==> config.mk <==
export PLATFORM = sky130hd
export DESIGN_NAME = smc_mac
export DESIGN_NICKNAME = d
export VERILOG_FILES = /design/src/hw/smc_mac_pkg.sv /design/src/hw/mac_sequencer.sv /design/src/hw/mac_write_lanes.sv /design/src/hw/mac_read_assembler.sv /design/src/hw/smc_mac.sv
export SDC_FILE = /design/constraint.sdc
export NUM_CORES = 1
export LEC_CHECK = 0
export ABC_AREA = 1
export BUFFER_PORTS_ARGS = -buffer_cell sky130_fd_sc_hd__buf_2
export CAP_MARGIN = 20
export CORE_AREA = 2 2 108 110
export CTS_CLUSTER_DIAMETER = 150
export DETAILED_ROUTE_END_ITERATION = 8
export DIE_AREA = 0 0 110 112
export PLACE_DENSITY_LB_ADDON = 0.05
export REMOVE_ABC_BUFFERS = 1
export SLEW_MARGIN = 40
export SYNTH_ARGS = -nofsm -noshare
export SYNTH_HDL_FRONTEND = slang
export SYNTH_SLANG_ARGS = --single-unit
==> constraint.sdc <==
create_clock -name sys_clk11 -period 5.95 [get_ports sys_clk11]
set_clock_uncertainty 0.1 [all_clocks]
set_input_delay 0.2975 -clock sys_clk11 [delete_from_list [all_inputs] [get_ports sys_clk11]]
set_output_delay 0.2975 -clock sys_clk11 [all_outputs]
set_load 0.02 [all_outputs]
==> src/hw/smc_mac_pkg.sv <==
package smc_mac_pkg;

  //--------------------------------------------------------------------------
  // data path widths
  //--------------------------------------------------------------------------

  localparam int data_w = 32;        // internal and external data word
  localparam int byte_w = 8;         // one byte lane

  // most accesses per transfer, 32-bit transfer on an 8-bit bus
  localparam int max_accesses = 4;

  //--------------------------------------------------------------------------
  // size encodings
  //--------------------------------------------------------------------------

  // transfer size, code is log2 of the byte count
  typedef enum logic [1:0]
  {
    xsiz_8  = 2'b00,
    xsiz_16 = 2'b01,
    xsiz_32 = 2'b10                  // 2'b11 reserved
  } xfer_size_t;

  // external bus width, same log2 coding as the transfer size
  typedef enum logic [1:0]
  {
    bsiz_8  = 2'b00,
    bsiz_16 = 2'b01,
    bsiz_32 = 2'b10                  // 2'b11 reserved
  } bus_size_t;

  //--------------------------------------------------------------------------
  // access counter
  //--------------------------------------------------------------------------

  // accesses still to go after the current one
  typedef logic [$clog2(max_accesses)-1:0] access_cnt_t;

endpackage

==> src/hw/mac_sequencer.sv <==
`timescale 1ns/1ps

module mac_sequencer
(
  input  logic                      sys_clk11,
  input  logic                      n_sys_reset11,
  input  logic                      req_valid,
  input  logic                      req_write,
  input  smc_mac_pkg::xfer_size_t   req_xfer_size,
  input  smc_mac_pkg::bus_size_t    req_bus_size,
  output logic                      req_ready,
  output logic                      mem_valid,
  output logic                      mem_write,
  input  logic                      mem_ready,
  output logic                      rsp_valid,
  input  logic                      rsp_ready,
  output logic                      req_fire,
  output logic                      beat_fire,
  output smc_mac_pkg::access_cnt_t  access_cnt,
  output smc_mac_pkg::xfer_size_t   cur_xfer_size,
  output smc_mac_pkg::bus_size_t    cur_bus_size
);

  import smc_mac_pkg::*;

  typedef enum logic [1:0]
  {
    st_idle,                         // waiting for a request
    st_access,                       // external accesses running
    st_respond                       // response held for the requester
  } state_t;

  state_t       state;
  logic         rsp_fire;
  access_cnt_t  cnt_load;            // accesses minus one for the new request

  //--------------------------------------------------------------------------
  // access size decision
  //--------------------------------------------------------------------------

  // transfer bytes over bus bytes, at least one access
  function automatic access_cnt_t count_load(xfer_size_t xsiz, bus_size_t bsiz);
    access_cnt_t cnt;
    case ({xsiz, bsiz})
      {xsiz_16, bsiz_8}:  cnt = 2'd1;        // two byte accesses
      {xsiz_32, bsiz_16}: cnt = 2'd1;        // two halfword accesses
      {xsiz_32, bsiz_8}:  cnt = 2'd3;        // four byte accesses
      default:            cnt = 2'd0;        // bus at least as wide
    endcase
    return cnt;
  endfunction

  assign cnt_load = count_load(req_xfer_size, req_bus_size);

  //--------------------------------------------------------------------------
  // handshakes and state decode
  //--------------------------------------------------------------------------

  assign req_ready = (state == st_idle);
  assign mem_valid = (state == st_access);
  assign rsp_valid = (state == st_respond);

  assign req_fire  = req_valid & req_ready;
  assign beat_fire = mem_valid & mem_ready;
  assign rsp_fire  = rsp_valid & rsp_ready;

  //--------------------------------------------------------------------------
  // controller
  //--------------------------------------------------------------------------

  always_ff @(posedge sys_clk11 or negedge n_sys_reset11)
  begin
    if (!n_sys_reset11)
    begin
      state         <= st_idle;
      access_cnt    <= '0;
      mem_write     <= 1'b0;
      cur_xfer_size <= xsiz_8;
      cur_bus_size  <= bsiz_8;
    end
    else
    begin
      case (state)
        st_idle:
        begin
          if (req_fire)
          begin
            state         <= st_access;
            access_cnt    <= cnt_load;
            mem_write     <= req_write;      // held for every access
            cur_xfer_size <= req_xfer_size;
            cur_bus_size  <= req_bus_size;
          end
        end
        st_access:
        begin
          if (beat_fire)
          begin
            if (access_cnt == '0)
              state <= st_respond;           // last beat done
            else
              access_cnt <= access_cnt - 1'b1;
          end
        end
        st_respond:
        begin
          if (rsp_fire)
            state <= st_idle;
        end
        default:
          state <= st_idle;
      endcase
    end
  end

  //--------------------------------------------------------------------------
  // checks
  //--------------------------------------------------------------------------

  // reserved size codes never enter the controller
  legal_sizes_a : assert property (@(posedge sys_clk11) disable iff (!n_sys_reset11)
    req_fire |-> (req_xfer_size inside {xsiz_8, xsiz_16, xsiz_32}) &&
                 (req_bus_size inside {bsiz_8, bsiz_16, bsiz_32}))
    else $error("accepted request with reserved size code");

  one_phase_a : assert property (@(posedge sys_clk11) disable iff (!n_sys_reset11)
    !(mem_valid && rsp_valid))
    else $error("mem_valid and rsp_valid high together");

  // count frozen while the memory stalls
  cnt_hold_a : assert property (@(posedge sys_clk11) disable iff (!n_sys_reset11)
    (mem_valid && !mem_ready) |=> $stable(access_cnt))
    else $error("access_cnt moved during a memory stall");

endmodule

==> src/hw/mac_write_lanes.sv <==
`timescale 1ns/1ps

module mac_write_lanes
(
  input  logic                              sys_clk11,
  input  logic                              n_sys_reset11,
  input  logic                              req_fire,
  input  logic                              beat_fire,
  input  logic [smc_mac_pkg::data_w-1:0]    req_wdata,
  input  smc_mac_pkg::xfer_size_t           req_xfer_size,
  input  smc_mac_pkg::bus_size_t            cur_bus_size,
  output logic [smc_mac_pkg::data_w-1:0]    mem_wdata
);

  import smc_mac_pkg::*;

  logic [data_w-1:0] wr_shift;     // transfer data, ms slice at the top
  xfer_size_t        wr_xfer_size; // size of the write in flight
  logic [1:0]        slice_code;   // log2 bytes of one access
  int                xfer_bits;
  int                slice_bits;
  int                bus_bits;

  //--------------------------------------------------------------------------
  // slice widths
  //--------------------------------------------------------------------------

  // the narrower of bus and transfer sets the slice
  assign slice_code = (wr_xfer_size < cur_bus_size) ? wr_xfer_size : cur_bus_size;
  assign slice_bits = byte_w << slice_code;
  assign bus_bits   = byte_w << cur_bus_size;
  assign xfer_bits  = byte_w << req_xfer_size;    // for the new request only

  //--------------------------------------------------------------------------
  // write data register
  //--------------------------------------------------------------------------

  // left justified so the next slice always sits in the top bits
  // bits above the transfer width fall off the top
  always_ff @(posedge sys_clk11 or negedge n_sys_reset11)
  begin
    if (!n_sys_reset11)
    begin
      wr_shift     <= '0;
      wr_xfer_size <= xsiz_8;
    end
    else if (req_fire)
    begin
      wr_shift     <= req_wdata << (data_w - xfer_bits);
      wr_xfer_size <= req_xfer_size;
    end
    else if (beat_fire)
      wr_shift <= wr_shift << bus_bits;            // next slice up top
  end

  // top slice brought down to the low lanes, zeros above
  assign mem_wdata = wr_shift >> (data_w - slice_bits);

  //--------------------------------------------------------------------------
  // checks
  //--------------------------------------------------------------------------

  // lanes only move on an accept or a completed access
  wdata_hold_a : assert property (@(posedge sys_clk11) disable iff (!n_sys_reset11)
    (!req_fire && !beat_fire) |=> $stable(mem_wdata))
    else $error("mem_wdata changed without a handshake");

endmodule

==> src/hw/mac_read_assembler.sv <==
`timescale 1ns/1ps

module mac_read_assembler
(
  input  logic                              sys_clk11,
  input  logic                              n_sys_reset11,
  input  logic                              beat_fire,
  input  smc_mac_pkg::access_cnt_t          access_cnt,
  input  smc_mac_pkg::xfer_size_t           cur_xfer_size,
  input  smc_mac_pkg::bus_size_t            cur_bus_size,
  input  logic [smc_mac_pkg::data_w-1:0]    mem_rdata,
  output logic [smc_mac_pkg::data_w-1:0]    rsp_rdata
);

  import smc_mac_pkg::*;

  logic [data_w-1:0] rd_shift;     // beats collected so far
  logic [data_w-1:0] rd_next;      // shift register after this beat
  logic [data_w-1:0] beat_mask;
  logic [data_w-1:0] rd_wide;      // replicated result
  logic [1:0]        beat_code;    // log2 bytes per beat
  logic              last_beat;
  int                beat_bits;

  //--------------------------------------------------------------------------
  // beat width
  //--------------------------------------------------------------------------

  // bus wider than the transfer still gives one transfer-width beat
  assign beat_code = (cur_xfer_size < cur_bus_size) ? cur_xfer_size : cur_bus_size;
  assign beat_bits = byte_w << beat_code;
  assign beat_mask = {data_w{1'b1}} >> (data_w - beat_bits);

  assign last_beat = beat_fire && (access_cnt == '0);

  //--------------------------------------------------------------------------
  // beat collection
  //--------------------------------------------------------------------------

  // first beat is the ms slice, so older beats move up
  assign rd_next = (rd_shift << beat_bits) | (mem_rdata & beat_mask);

  always_ff @(posedge sys_clk11)
  begin
    if (beat_fire)
      rd_shift <= rd_next;
  end

  //--------------------------------------------------------------------------
  // replication
  //--------------------------------------------------------------------------

  // narrow reads copied across every lane of the word
  always_comb
  begin
    case (cur_xfer_size)
      xsiz_8:  rd_wide = {4{rd_next[byte_w-1:0]}};
      xsiz_16: rd_wide = {2{rd_next[2*byte_w-1:0]}};
      default: rd_wide = rd_next;                  // full word as built
    endcase
  end

  //--------------------------------------------------------------------------
  // response data register
  //--------------------------------------------------------------------------

  always_ff @(posedge sys_clk11 or negedge n_sys_reset11)
  begin
    if (!n_sys_reset11)
      rsp_rdata <= '0;
    else if (last_beat)
      rsp_rdata <= rd_wide;            // valid along with rsp_valid
  end

  //--------------------------------------------------------------------------
  // checks
  //--------------------------------------------------------------------------

  // response data frozen from last beat through the response handshake
  rdata_hold_a : assert property (@(posedge sys_clk11) disable iff (!n_sys_reset11)
    !last_beat |=> $stable(rsp_rdata))
    else $error("rsp_rdata changed outside the last beat");

endmodule

==> src/hw/smc_mac.sv <==
`timescale 1ns/1ps

module smc_mac
(
  input  logic                              sys_clk11,
  input  logic                              n_sys_reset11,
  // request port
  input  logic                              req_valid,
  input  logic                              req_write,
  input  smc_mac_pkg::xfer_size_t           req_xfer_size,
  input  smc_mac_pkg::bus_size_t            req_bus_size,
  input  logic [smc_mac_pkg::data_w-1:0]    req_wdata,
  output logic                              req_ready,
  // memory port
  output logic                              mem_valid,
  output logic                              mem_write,
  output logic [smc_mac_pkg::data_w-1:0]    mem_wdata,
  input  logic                              mem_ready,
  input  logic [smc_mac_pkg::data_w-1:0]    mem_rdata,
  // response port
  output logic                              rsp_valid,
  output logic [smc_mac_pkg::data_w-1:0]    rsp_rdata,
  input  logic                              rsp_ready
);

  import smc_mac_pkg::*;

  logic         req_fire;          // request accepted
  logic         beat_fire;         // one access done
  access_cnt_t  access_cnt;
  xfer_size_t   cur_xfer_size;
  bus_size_t    cur_bus_size;

  //--------------------------------------------------------------------------
  // control
  //--------------------------------------------------------------------------

  mac_sequencer mac_sequencer_inst
  (
    .sys_clk11     (sys_clk11),
    .n_sys_reset11 (n_sys_reset11),
    .req_valid     (req_valid),
    .req_write     (req_write),
    .req_xfer_size (req_xfer_size),
    .req_bus_size  (req_bus_size),
    .req_ready     (req_ready),
    .mem_valid     (mem_valid),
    .mem_write     (mem_write),
    .mem_ready     (mem_ready),
    .rsp_valid     (rsp_valid),
    .rsp_ready     (rsp_ready),
    .req_fire      (req_fire),
    .beat_fire     (beat_fire),
    .access_cnt    (access_cnt),
    .cur_xfer_size (cur_xfer_size),
    .cur_bus_size  (cur_bus_size)
  );

  //--------------------------------------------------------------------------
  // data paths
  //--------------------------------------------------------------------------

  mac_write_lanes mac_write_lanes_inst
  (
    .sys_clk11     (sys_clk11),
    .n_sys_reset11 (n_sys_reset11),
    .req_fire      (req_fire),
    .beat_fire     (beat_fire),
    .req_wdata     (req_wdata),
    .req_xfer_size (req_xfer_size),
    .cur_bus_size  (cur_bus_size),
    .mem_wdata     (mem_wdata)
  );

  mac_read_assembler mac_read_assembler_inst
  (
    .sys_clk11     (sys_clk11),
    .n_sys_reset11 (n_sys_reset11),
    .beat_fire     (beat_fire),
    .access_cnt    (access_cnt),
    .cur_xfer_size (cur_xfer_size),
    .cur_bus_size  (cur_bus_size),
    .mem_rdata     (mem_rdata),
    .rsp_rdata     (rsp_rdata)
  );

endmodule

==> impl_metrics.yaml <==
outcome:
  run_status: "finished, violations left"
  violations: "negative hold slack"
route:
  vias: 6651
  drc_errors: 0
  drt_first_iter_violations: 616
  wirelength_um: 20000
  drtPass1Iterations: 5
  vias_per_cell: 5.93
  wl_per_cell_um: 17.8
  ant_nets: 0
critical_path:
  rr_endpoint: "mac_read_assembler_inst.rsp_rdata[28]"
  rrSetupSlack_ps: 2280
  timing.rr.start: "mac_write_lanes_inst.wr_xfer_size[1]"
  critical_path_required_ps: 6130
  critPathMaxFanout: 22
  end_kind: "flop"
  path_class: "reg2reg"
  r2r_cells: 13
  critPathLaunch: "mac_write_lanes_inst.wr_xfer_size[1]"
  arrival_ps: 3850
  cp-start-kind: "flop"
  crit_end: "mac_read_assembler_inst.rsp_rdata[28]"
placed_design:
  port-buffer-count: 141
  place_congestion: 0.918
  dp_hpwl_um: 13300
  dpl_cell_area_um2: 7250
  placed_cells: 1104
floorplanning:
  die_w_um: 110
  ios: 142
  initial_core_util_pct: 58.7
  core-area_um2: 11200
  std_cell_rows: 39
  die_area_um2: 12300
  die_h_um: 112
synthesis:
  synth_area_leaders: "dfrtp_1 (28%), nand2_1 (15%), edfxtp_1 (15%)"
  synth-seq-cells: 105
  netlist_area_um2: 6560
  async_flop_share_pct: 69.5
  yosysSeqAreaShare_pct: 42.5
  avgSynthCellArea_um2: 7.67
  ys_warn_count: 0
  synth.largest_area_cell: "dfrtp_1"
  synth_top_flop_cell: "dfrtp_1"
  synth_top_area_share_pct: 27.8
  synth_edf_count: 32
  netlist_instances: 856
  ys_types: 38
clock_tree:
  cts_sinks: 105
  cts_hold_buf: 0
  path_clk_slew_ps: 80
  cts_root_buf: "clkbuf_16"
  post_cts_resized: 0
  cts_buffers: 9
  post_cts_buffers: 0
  clk_latency_ps: 350
  cts_max_path_buffers: 2
  cts_tree: "yes"
  cts_max_level: 3
power:
  power_frac_seq_pct: 27.5
  p_comb_share_pct: 61.2
  p_int_uw: 2410
  peakVddDrop_mv: 0.342
  p_leak_uw: 0.00378
  powerDensity_nw_per_um2: 672
  swShare_pct: 52.4
  power_switching_uw: 2660
  p_clk_share_pct: 11.3
run:
  cap_violations: 0
layout:
  fin_area_um2: 7550
  fin_cells: 1121
  nets: 1059
  utilization_pct: 67.6
  diodes: 0
  drive_gt1_share_pct: 20.0
  area.growth.synth_to_final_pct: 15.0
global_route:
  antenna_found_initial: 0
  grt_pass1_wl_um: 31700
  grt_max_degree: 74
  grt_usage_pct: 33.0
  grt.overflow.total: 0
  grt_pass1_vias: 6483
sta:
  clock.fmax_ghz: 0.272
  finalCriticalPeriod_ps: 3670
  tightest_slew_ps: 870
  setup_violations: 0
  hold_viol: 34
  finalSetupTns_ps: 0
  fin_crit_sh_pct: 61.7
  timing.hold.ws_ps: -34.5
  drv_slew: 0
  rsz0062_at_grt: "no"
  relSlewSlack_pct: 41.8
hold_path:
  hp-class: "in2async"
-- how the worst min path moves through the flow --
stage                                       endpoint  slack (ps)                                  from
2_1_floorplan   mac_read_assembler_inst.rsp_rdata[0]        -100                         n_sys_reset11
3_3_place_gp            mac_sequencer_inst.mem_write         360          mac_sequencer_inst.mem_write
3_5_place_dp    mac_read_assembler_inst.rsp_rdata[1]         370  mac_read_assembler_inst.rsp_rdata[1]
4_1_cts        mac_read_assembler_inst.rsp_rdata[27]           6                         n_sys_reset11
5_1_grt                  mac_sequencer_inst.state[1]          20                             rsp_ready
6_report       mac_read_assembler_inst.rsp_rdata[27]         -30                         n_sys_reset11
-- registers in the layout (all words and copies together), names as in the netlist --
register,count
mac_write_lanes_inst.wr_xfer_size,2
mac_sequencer_inst.cur_bus_size,2
mac_write_lanes_inst.wr_shift,32
mac_read_assembler_inst.rsp_rdata,32
mac_sequencer_inst.access_cnt,2
mac_read_assembler_inst.rd_shift,32
mac_sequencer_inst.state,2
mac_sequencer_inst.mem_write,1
-- cells in the final DEF (no fill, tap or decap), types with 2 or more instances in the layout --
cell       instances
inv_6              2
inv_2              5
edfxtp_1          32
o21a_1             8
nand3_1           95
nor2_1            32
a22oi_1           16
inv_1             92
nand2_4            3
nor2_4             3
a21oi_1           27
nor2_8             3
o211ai_1          18
nand2_2            3
o221ai_1          16
nand2_1          266
a2bb2oi_1          8
o21ai_0           38
inv_4              2
or2_2              9
o22ai_1           16
clkbuf_16          9
nor2_2             4
clkinv_1           4
ha_1               9
o21ai_1            7
buf_2            141
ha_2               3
nand4_1           12
o31ai_1            9
dfrtp_1           73
-- synth_stat cells (4+ instances only) --
| cell | number |
|---|---|
| inv_2 | 5 |
| buf_2 | 12 |
| or2_2 | 9 |
| o21a_1 | 8 |
| nand3_1 | 95 |
| a2bb2oi_1 | 8 |
| o211ai_1 | 18 |
| nor2_2 | 4 |
| a21oi_1 | 27 |
| ha_1 | 12 |
| buf_4 | 12 |
| nand2_1 | 267 |
| a22oi_1 | 16 |
| dfrtp_1 | 73 |
| o221ai_1 | 16 |
| o21ai_1 | 7 |
| o21ai_0 | 38 |
| nor2_1 | 32 |
| nand4_1 | 12 |
| edfxtp_1 | 32 |
| o31ai_1 | 9 |
| o22ai_1 | 16 |
| clkinv_1 | 4 |
| clkbuf_1 | 10 |
| inv_1 | 92 |
-- layer usage --
metal	wire length, um	up-vias	track usage [%]	share of wire (%)
li1	-	3120	-	-
met1	7840	3108	42.6	39
met2	9550	368	53.6	48
met3	1760	55	3.75	8.8
met4	818	0	18.1	4.1
met5	0	-	0	0
-- final cells by class --
type	instances	area, um2
fill	1028	3620
multi-input combinational	611	3170
sequential	105	2790
timing repair buffer	144	752
inverter	102	388
clock buffer	10	229
tap	143	179
clock inverter	6	42.5
-- logic make-up after synthesis --
family                   synth area share (%)
AND/OR/NAND/NOR                          29.6
flip-flops                               42.5
buffers and inverters                    9.34
adder cells (fa/ha/maj)                  2.29
AO/OA/AOI/OAI                            16.3
-- power by group through the flow --
stage	registers, uW	clock network, uW	logic, uW
finish	1390	573	3110
global route	1430	605	3440
CTS	1390	574	3050
detailed placement	1400	0	3040
global placement	1390	0	2970
floorplan	1490	0	2030
-- metrics by stage --
stage	setup WS, ps	total power, uW
CTS	2070	5010
global route	1960	5470
global placement	2270	4360
floorplan	2990	3520
detailed placement	2130	4440
finish	2280	5070
-- critical path, cell delays in order, from the launching register on --
cell	delay, ps
dfrtp_1	870
ha_1	370
nor2_1	100
nor2_1	50
a21oi_1	260
inv_1	120
ha_2	360
nor2_2	630
nand3_1	190
nand3_1	210
nand2_1	90
nand2_1	80
inv_1	40
a21oi_1	110
(Power assumes the default switching activity.)
